==> config.mk <==
export PLATFORM = sky130hd
export DESIGN_NAME = data_bus_receive
export DESIGN_NICKNAME = d
export VERILOG_FILES = /design/src/hdl/rx_pkg.sv /design/src/hdl/data_bus_receive.sv /design/src/hdl/lane_serializer.sv /design/src/hdl/os_lane_detector.sv /design/src/hdl/os_pattern_match.sv /design/src/hdl/rx_mode_ctrl.sv
export SDC_FILE = /design/constraint.sdc
export NUM_CORES = 1
export LEC_CHECK = 0
export BUFFER_PORTS_ARGS = -buffer_cell sky130_fd_sc_hd__buf_2
export CORE_MARGIN = 2
export CORE_UTILIZATION = 30
export CTS_BUF_LIST = sky130_fd_sc_hd__clkbuf_4 sky130_fd_sc_hd__clkbuf_8
export DETAILED_ROUTE_END_ITERATION = 10
export GPL_ROUTABILITY_DRIVEN = 0
export GPL_TIMING_DRIVEN = 0
export SETUP_SLACK_MARGIN = 0.1
export SLEW_MARGIN = 10
export SYNTH_ARGS = -nofsm -noshare
export SYNTH_HDL_FRONTEND = slang
export SYNTH_HIERARCHICAL = 1
export SYNTH_SLANG_ARGS = --single-unit
==> constraint.sdc <==
create_clock -name fsm_clk -period 2.5 [get_ports fsm_clk]
set_clock_uncertainty 0.1 [all_clocks]
set_input_delay 0.25 -clock fsm_clk [delete_from_list [all_inputs] [get_ports fsm_clk]]
set_output_delay 0.25 -clock fsm_clk [all_outputs]
set_load 0.005 [all_outputs]
==> src/hdl/rx_pkg.sv <==
// Receiver shared definitions
package rx_pkg;

	////////////////////////////////////////
	// ordered set codes
	////////////////////////////////////////

	// codes 0, 1 and 4 are not used by this receiver
	typedef enum logic [3:0] {
		GEN3_TS1  = 4'h2,  // gen3 training set 1
		GEN3_TS2  = 4'h3,  // gen3 training set 2
		GEN4_TS2  = 4'h5,  // gen4 header, ts2
		GEN4_TS3  = 4'h6,  // gen4 header, ts3
		GEN4_TS4  = 4'h7,  // gen4 header, ts4
		TRANSPORT = 4'h8,  // transport data forwarding
		NONE      = 4'h9   // idle, nothing seen
	} os_code_t;

	////////////////////////////////////////
	// widths
	////////////////////////////////////////

	localparam int BYTE_W    = 8;   // one lane byte
	localparam int GEN3_OS_W = 64;  // full gen3 set
	localparam int GEN4_OS_W = 32;  // gen4 header only

	////////////////////////////////////////
	// patterns
	////////////////////////////////////////

	// lane number byte sits second from the top, zero here
	localparam logic [GEN3_OS_W-1:0] GEN3_TS1_BASE = 64'h01000000040098F2;
	localparam logic [GEN3_OS_W-1:0] GEN3_TS2_BASE = 64'h01000000040064F2;

	// msb of the lane number field inside a gen3 set
	localparam int GEN3_LANE_MSB = GEN3_OS_W - BYTE_W - 1;

	// same header on every lane
	localparam logic [GEN4_OS_W-1:0] GEN4_TS2_HEAD = 32'h7E04B0F0;
	localparam logic [GEN4_OS_W-1:0] GEN4_TS3_HEAD = 32'h7E0690F0;
	localparam logic [GEN4_OS_W-1:0] GEN4_TS4_HEAD = 32'h7E0F0F00;

	////////////////////////////////////////
	// start symbols
	////////////////////////////////////////

	localparam logic [BYTE_W-1:0] GEN3_START = 8'h01;  // first byte of a gen3 set
	localparam logic [BYTE_W-1:0] GEN4_START = 8'h7E;  // first byte of a gen4 set

endpackage
==> src/hdl/data_bus_receive.sv <==
// Two-lane data bus receiver
`timescale 1ns/1ps

module data_bus_receive import rx_pkg::*; #(
	parameter int LANE0_ID = 0,
	parameter int LANE1_ID = 1
) (
	input  logic              fsm_clk,
	input  logic              rst,
	input  logic              data_os,
	input  os_code_t          d_sel,
	input  logic              lane_rx_on,
	input  logic [BYTE_W-1:0] lane_0_rx,
	input  logic [BYTE_W-1:0] lane_1_rx,
	output logic [BYTE_W-1:0] transport_layer_data_out,
	output os_code_t          os_in_l0,
	output os_code_t          os_in_l1
);

	logic     transport_mode;
	logic     detect_en;
	os_code_t transport_code;
	logic     ser_bit_l0;
	logic     ser_bit_l1;
	logic     byte_load_l0;
	logic     byte_load_l1;
	os_code_t det_code_l0;   // lane 0 detector result

	////////////////////////////////////////
	// mode control
	////////////////////////////////////////

	rx_mode_ctrl u_mode (
		.fsm_clk                  (fsm_clk),
		.rst                      (rst),
		.data_os                  (data_os),
		.d_sel                    (d_sel),
		.lane_rx_on               (lane_rx_on),
		.lane_0_rx                (lane_0_rx),
		.byte_load                (byte_load_l0),
		.transport_mode           (transport_mode),
		.detect_en                (detect_en),
		.transport_layer_data_out (transport_layer_data_out),
		.transport_code           (transport_code)
	);

	////////////////////////////////////////
	// lane 0
	////////////////////////////////////////

	lane_serializer u_ser_l0 (
		.fsm_clk    (fsm_clk),
		.rst        (rst),
		.lane_rx_on (lane_rx_on),
		.lane_rx    (lane_0_rx),
		.ser_bit    (ser_bit_l0),
		.byte_load  (byte_load_l0)
	);

	os_lane_detector #(
		.LANE_ID (LANE0_ID)
	) u_det_l0 (
		.fsm_clk        (fsm_clk),
		.rst            (rst),
		.d_sel          (d_sel),
		.detect_en      (detect_en),
		.transport_mode (transport_mode),
		.lane_rx        (lane_0_rx),
		.ser_bit        (ser_bit_l0),
		.byte_load      (byte_load_l0),
		.os_code        (det_code_l0)
	);

	////////////////////////////////////////
	// lane 1
	////////////////////////////////////////

	lane_serializer u_ser_l1 (
		.fsm_clk    (fsm_clk),
		.rst        (rst),
		.lane_rx_on (lane_rx_on),
		.lane_rx    (lane_1_rx),
		.ser_bit    (ser_bit_l1),
		.byte_load  (byte_load_l1)
	);

	os_lane_detector #(
		.LANE_ID (LANE1_ID)
	) u_det_l1 (
		.fsm_clk        (fsm_clk),
		.rst            (rst),
		.d_sel          (d_sel),
		.detect_en      (detect_en),
		.transport_mode (transport_mode),
		.lane_rx        (lane_1_rx),
		.ser_bit        (ser_bit_l1),
		.byte_load      (byte_load_l1),
		.os_code        (os_in_l1)   // NONE while forwarding
	);

	// lane 0 carries the transport indication
	assign os_in_l0 = transport_mode ? transport_code : det_code_l0;

endmodule

==> src/hdl/lane_serializer.sv <==
// Lane byte serializer
`timescale 1ns/1ps

module lane_serializer import rx_pkg::*; (
	input  logic              fsm_clk,
	input  logic              rst,
	input  logic              lane_rx_on,
	input  logic [BYTE_W-1:0] lane_rx,
	output logic              ser_bit,
	output logic              byte_load
);

	localparam int PHASE_W = $clog2(BYTE_W);

	logic [PHASE_W-1:0] phase;  // bit position inside the byte
	logic [BYTE_W-1:0]  shreg;  // byte being shifted out

	// first clock after lane_rx_on, then every byte
	assign byte_load = lane_rx_on && (phase == '0);

	////////////////////////////////////////
	// phase counter and output bit
	////////////////////////////////////////

	always_ff @(posedge fsm_clk or negedge rst) begin
		if (!rst) begin
			phase   <= '0;
			ser_bit <= 1'b0;
		end else if (lane_rx_on) begin
			phase   <= phase + 1'b1;          // wraps at byte end
			ser_bit <= shreg[BYTE_W-1];       // msb first
		end else begin
			phase   <= '0;                    // realign on next start
		end
	end

	////////////////////////////////////////
	// parallel load, shift left
	////////////////////////////////////////

	always_ff @(posedge fsm_clk or negedge rst) begin
		if (!rst) begin
			shreg <= '0;
		end else if (byte_load) begin
			shreg <= lane_rx;
		end else if (lane_rx_on) begin
			shreg <= {shreg[BYTE_W-2:0], 1'b0};
		end
	end

endmodule

==> src/hdl/os_lane_detector.sv <==
// Per-lane ordered set detector
`timescale 1ns/1ps

module os_lane_detector import rx_pkg::*; #(
	parameter int LANE_ID = 0
) (
	input  logic              fsm_clk,
	input  logic              rst,
	input  os_code_t          d_sel,
	input  logic              detect_en,
	input  logic              transport_mode,
	input  logic [BYTE_W-1:0] lane_rx,
	input  logic              ser_bit,
	input  logic              byte_load,
	output os_code_t          os_code
);

	logic [GEN3_OS_W-1:0] exp_gen3;
	logic [GEN4_OS_W-1:0] exp_gen4;
	logic [BYTE_W-1:0]    start_sym;
	logic                 is_gen3;
	logic                 is_gen4;
	os_code_t             dsel_q;      // selection of last clock
	logic                 start_flag;
	logic                 sel_clear;
	logic                 shift_on;
	logic                 restart;
	logic                 hit_gen3;
	logic                 hit_gen4;
	logic                 match_now;
	logic                 end_of_set;

	////////////////////////////////////////
	// pattern selection
	////////////////////////////////////////

	always_comb begin
		exp_gen3 = GEN3_TS1_BASE;
		exp_gen4 = GEN4_TS2_HEAD;
		is_gen3  = 1'b0;
		is_gen4  = 1'b0;
		case (d_sel)
			GEN3_TS1: is_gen3 = 1'b1;
			GEN3_TS2: begin
				is_gen3  = 1'b1;
				exp_gen3 = GEN3_TS2_BASE;
			end
			GEN4_TS2: is_gen4 = 1'b1;
			GEN4_TS3: begin
				is_gen4  = 1'b1;
				exp_gen4 = GEN4_TS3_HEAD;
			end
			GEN4_TS4: begin
				is_gen4  = 1'b1;
				exp_gen4 = GEN4_TS4_HEAD;
			end
			default: ;                             // transport, none
		endcase
		exp_gen3[GEN3_LANE_MSB -: BYTE_W] = BYTE_W'(LANE_ID);  // lane number byte
	end

	assign start_sym  = is_gen3 ? GEN3_START : GEN4_START;
	assign restart    = (lane_rx == start_sym);
	assign sel_clear  = (d_sel != dsel_q) || !(is_gen3 || is_gen4) || transport_mode;
	assign shift_on   = start_flag && detect_en && !sel_clear;
	assign match_now  = shift_on && ((is_gen3 && hit_gen3) || (is_gen4 && hit_gen4));
	assign end_of_set = match_now && !restart;  // no set follows directly

	////////////////////////////////////////
	// matchers
	////////////////////////////////////////

	os_pattern_match #(
		.PATTERN_W (GEN3_OS_W)
	) u_match_gen3 (
		.fsm_clk  (fsm_clk),
		.rst      (rst),
		.clear    (sel_clear || end_of_set || !is_gen3),
		.shift_en (shift_on && is_gen3),
		.ser_bit  (ser_bit),
		.expected (exp_gen3),
		.hit      (hit_gen3)
	);

	os_pattern_match #(
		.PATTERN_W (GEN4_OS_W)
	) u_match_gen4 (
		.fsm_clk  (fsm_clk),
		.rst      (rst),
		.clear    (sel_clear || end_of_set || !is_gen4),
		.shift_en (shift_on && is_gen4),
		.ser_bit  (ser_bit),
		.expected (exp_gen4),
		.hit      (hit_gen4)
	);

	////////////////////////////////////////
	// start flag and code register
	////////////////////////////////////////

	always_ff @(posedge fsm_clk or negedge rst) begin
		if (!rst) begin
			dsel_q     <= NONE;
			start_flag <= 1'b0;
			os_code    <= NONE;
		end else begin
			dsel_q <= d_sel;
			if (sel_clear) begin
				start_flag <= 1'b0;
			end else if (byte_load && restart) begin
				start_flag <= 1'b1;                  // start symbol seen
			end else if (end_of_set) begin
				start_flag <= 1'b0;
			end
			os_code <= match_now ? d_sel : NONE;     // one clock pulse
		end
	end

endmodule

==> src/hdl/os_pattern_match.sv <==
// Serial pattern matcher
`timescale 1ns/1ps

module os_pattern_match #(
	parameter int PATTERN_W = 64
) (
	input  logic                 fsm_clk,
	input  logic                 rst,
	input  logic                 clear,
	input  logic                 shift_en,
	input  logic                 ser_bit,
	input  logic [PATTERN_W-1:0] expected,
	output logic                 hit
);

	logic [PATTERN_W-1:0] window;  // last PATTERN_W bits received

	////////////////////////////////////////
	// shift window
	////////////////////////////////////////

	always_ff @(posedge fsm_clk or negedge rst) begin
		if (!rst) begin
			window <= '0;
		end else if (clear) begin
			window <= '0;                                // clear wins over shift
		end else if (shift_en) begin
			window <= {window[PATTERN_W-2:0], ser_bit};  // oldest bit ends up on top
		end
	end

	// all-zero window never equals a real pattern
	assign hit = (window == expected);

endmodule

==> src/hdl/rx_mode_ctrl.sv <==
// Receiver mode control
`timescale 1ns/1ps

module rx_mode_ctrl import rx_pkg::*; (
	input  logic              fsm_clk,
	input  logic              rst,
	input  logic              data_os,
	input  os_code_t          d_sel,
	input  logic              lane_rx_on,
	input  logic [BYTE_W-1:0] lane_0_rx,
	input  logic              byte_load,
	output logic              transport_mode,
	output logic              detect_en,
	output logic [BYTE_W-1:0] transport_layer_data_out,
	output os_code_t          transport_code
);

	logic fwd_now;  // forwarding condition this clock

	assign fwd_now = data_os && (d_sel == TRANSPORT) && lane_rx_on;

	////////////////////////////////////////
	// transport path
	////////////////////////////////////////

	always_ff @(posedge fsm_clk or negedge rst) begin
		if (!rst) begin
			transport_mode           <= 1'b0;
			transport_layer_data_out <= '0;
		end else begin
			transport_mode <= fwd_now;
			if (fwd_now) begin
				transport_layer_data_out <= lane_0_rx;  // byte of this edge
			end
		end
	end

	// follows the registered mode, so it lines up with the data
	assign transport_code = transport_mode ? TRANSPORT : NONE;

	////////////////////////////////////////
	// detect enable
	////////////////////////////////////////

	always_ff @(posedge fsm_clk or negedge rst) begin
		if (!rst) begin
			detect_en <= 1'b0;
		end else if (!lane_rx_on) begin
			detect_en <= 1'b0;                        // lane switched off
		end else if (byte_load) begin
			detect_en <= 1'b1;                        // first byte boundary
		end
	end

endmodule

==> metrics.md <==
| Metric | Value |
|---|---|
| Pwr per Cell Area | `512 nW/µm²` |
| Antenna violations before repair | `0` |
| Vias in the first global route | `9,101` |
| Crit path DAT | `3.30 ns` |
| Diodes inserted | `0` |
| Clock insertion delay at the later pin of the skew report | `0.56 ns` |
| LEAKAGE | `0.00734 µW` |
| Core ar. | `41,000 µm²` |
| Post-synth EDFFs | `0` |
| CP endpoint kind | `register` |
| Post-synthesis adder-cell area fraction | `0.00399` |
| Period utilisation layout | `1.18` |
| First-pass DRT Iterations | `4` |
| Core Util, Final | `0.406` |
| Detailed Place HPWL | `17,900 µm` |
| First-pass GRT wire length | `46,700 µm` |
| Layout area overhead | `32.6%` |
| Hold Path Class | `in -> async` |
| CTS tree | `built` |
| Number of CTS-inserted buffers | `42` |
| Netlist cell types | `56` |
| Syn_area_per_cell | `11.2 µm²` |
| DR iter-0 viols | `347` |
| Share of layout cells above drive strength 1 | `0.252` |
| Simple-Gate Fraction of Synth Area | `0.151` |
| # Max-Cap Violations | `0` |
| Worst setup SP type | `register` |
| Synth top area share | `0.471` |
| DRC viols | `0` |
| Clk root buf | `clkbuf_8` |
| Leading cell types in the layout, fill and taps excluded | `dfrtp_1 (236), xor2_1 (194), mux2i_1 (192)` |
| Synth top area cells | `dfrtp_1 (47%), mux2i_1 (15%), xor2_1 (14%)` |
| Post-Syn Area | `12,500 µm²` |
| H-tree levels | `2` |
| Synth Area in XOR/XNOR | `0.139` |
| Via/cell ratio | `4.37` |
| Relative slew slack | `0.645` |
| Effective utilization at floorplan | `0.306` |
| Grt ovf | `0` |
| Largest net degree at the start of global routing | `104` |
| Wire length per cell | `13.9 µm` |
| Post-layout net count | `1,463` |
| Register area share after synthesis | `0.488` |
| Most common cell after layout, fill and taps aside | `dfrtp_1` |
| Seq cells post-synth | `244` |
| Largest family of logic cells by synthesized area | `multiplexers` |
| Die X | `208 µm` |
| Port Buf Inserts | `39` |
| Fraction of registers with async set/reset | `1.00` |
| Outcome | `finished with violations` |
| Worst-Margin Slew | `0.525 ns` |
| Worst-path clk slew | `0.06 ns` |
| # rows | `74` |
| Failing checks | `setup timing` |
| YS warnings | `6` |
| Routed Antenna Nets | `0` |
| Max Fanout on Critical Path | `6` |
| Vias post-DR | `8,738` |
| DIE AREA | `43,500 µm²` |
| Peak VDD IR | `0.353 mV` |
| RSZ-0062 raised after global routing | `yes` |
| Fin worst setup slack | `-0.457 ns` |
| Placed Cells | `1,845` |
| Top_reg_cell synth | `dfrtp_1` |
| Largest area contributor in the netlist | `dfrtp_1` |
| Mux cell area share after synthesis | `0.168` |
| Synth Area in Compound Gates | `0.0198` |
| Final Hold Fails | `0` |
| Die Span Y | `208 µm` |
| Max-slew violation count | `0` |
| # IOs | `40` |
| Non-filler cells, final | `1,999` |
| Peak Freq | `338 MHz` |
| Worst Setup Path Type | `reg -> reg` |
| Worst Path Required | `2.84 ns` |
| Overall global routing resource usage | `0.130` |
| Clock Path Buffers | `3` |
| Clock sink total | `244` |
| Minimum clock period | `2.96 ns` |
| Endpoints failing setup | `194` |
| WL final | `27,800 µm` |
| Synth Instances | `1,123` |
-- logic make-up after synthesis --
family | Yosys count
buffers and inverters | 69
other | 6
AO/OA/AOI/OAI | 30
flip-flops | 244
XOR/XNOR | 199
adder cells (fa/ha/maj) | 4
AND/OR/NAND/NOR | 363
multiplexers | 208
-- final timing paths --
kind                                             startpoint                          endpoint  slack (ns)  depth (start not counted)
setup / recovery           u_det_l1/u_match_gen3/window[46]  u_det_l1/u_match_gen3/window[58]       -0.46                         13
hold / removal                                          rst                 u_ser_l1/phase[0]        0.09                          2
setup reg to reg           u_det_l1/u_match_gen3/window[46]  u_det_l1/u_match_gen3/window[58]       -0.46                         13
hold reg to reg                           u_ser_l1/phase[0]                 u_ser_l1/phase[0]        0.36                          1
max in group asynchronous                               rst                 u_ser_l0/shreg[4]        1.35                          3
min in group fsm_clk                               d_sel[2]             u_mode/transport_mode        0.09                          3
-- synth_stat cells (13+ instances only) --
master    count
nand2_1      16
xor2_1      194
nand2b_1     17
nor4_1       50
dfrtp_1     236
mux2i_1     192
inv_1        13
o211ai_1     17
nand4b_1     20
buf_2        20
clkbuf_1     20
nor2_1      199
-- stage by stage --
stage	power, µW	hold WS [ns]	setup slack [ns]	setup TNS (ns)	area, µm²
finish	8520	0.0867	-0.457	-66.36	16600
global route	8960	0.0592	-0.555	-92.82	16600
CTS	8690	0.0380	-0.494	-74.23	16400
detailed placement	4790	0.0878	-1.68	-265.46	14200
global placement	4770	0.345	-3.40	-1068.58	14200
floorplan	4530	-0.146	-0.224	-20.62	13300
-- layer usage --
layer,vias to the layer above,global-route usage,part of all wire
met1,4247,0.174,0.47
li1,4309,-,-
met5,-,0,0
met3,47,0.0243,0.036
met2,135,0.213,0.48
met4,0,0.0414,0.022
-- critical path, cell delays in order (launching register included) --
cell	delay, ns
dfrtp_1	0.39
xor2_1	0.16
nor4_2	0.40
nand4_1	0.22
nor4_4	0.32
mux2_4	0.22
a32oi_4	0.05
nor4_4	0.19
inv_2	0.07
o211ai_1	0.16
buf_4	0.19
clkbuf_16	0.17
clkbuf_16	0.15
nor2_1	0.04
-- report_power, final --
part	internal, µW	switching [µW]
Sequential	4050	61.1
Combinational	288	375
Clock	2120	1630
Total	6450	2070
-- cell type report --
| class | count | area (µm²) |
|---|---|---|
| Fill cell | 3943 | 24400 |
| Multi-Input combinational cell | 959 | 7100 |
| Sequential cell | 244 | 6120 |
| Timing Repair Buffer | 119 | 1100 |
| Clock buffer | 68 | 836 |
| Buffer | 55 | 714 |
| Tap cell | 532 | 666 |
| Inverter | 14 | 60.1 |
| Clock inverter | 8 | 42.5 |
-- flip-flops by register name, summed over array words and instances, names as in the netlist, 3 cells and up --
signal / cells
u_det_l0/u_match_gen3/window: 64
u_det_l1/u_match_gen3/window: 64
u_det_l0/u_match_gen4/window: 32
u_det_l1/u_match_gen4/window: 32
u_mode/transport_layer_data_out: 8
u_ser_l0/shreg: 8
u_ser_l1/shreg: 8
u_det_l0/dsel_q: 4
u_det_l0/os_code: 4
u_det_l1/dsel_q: 4
u_det_l1/os_code: 4
u_ser_l0/phase: 3
u_ser_l1/phase: 3
-- repair_timing --
item                                   4_1_cts  5_1_grt
setup endpoints to repair                  202      202
pin swaps                                   66       35
setup buffers                               24        8
endpoints found under the hold margin      277        0
cloned                                      22        0
gates resized for setup                    102       64
hold buffers                                25        0
Power figures use the tool's default switching activity.
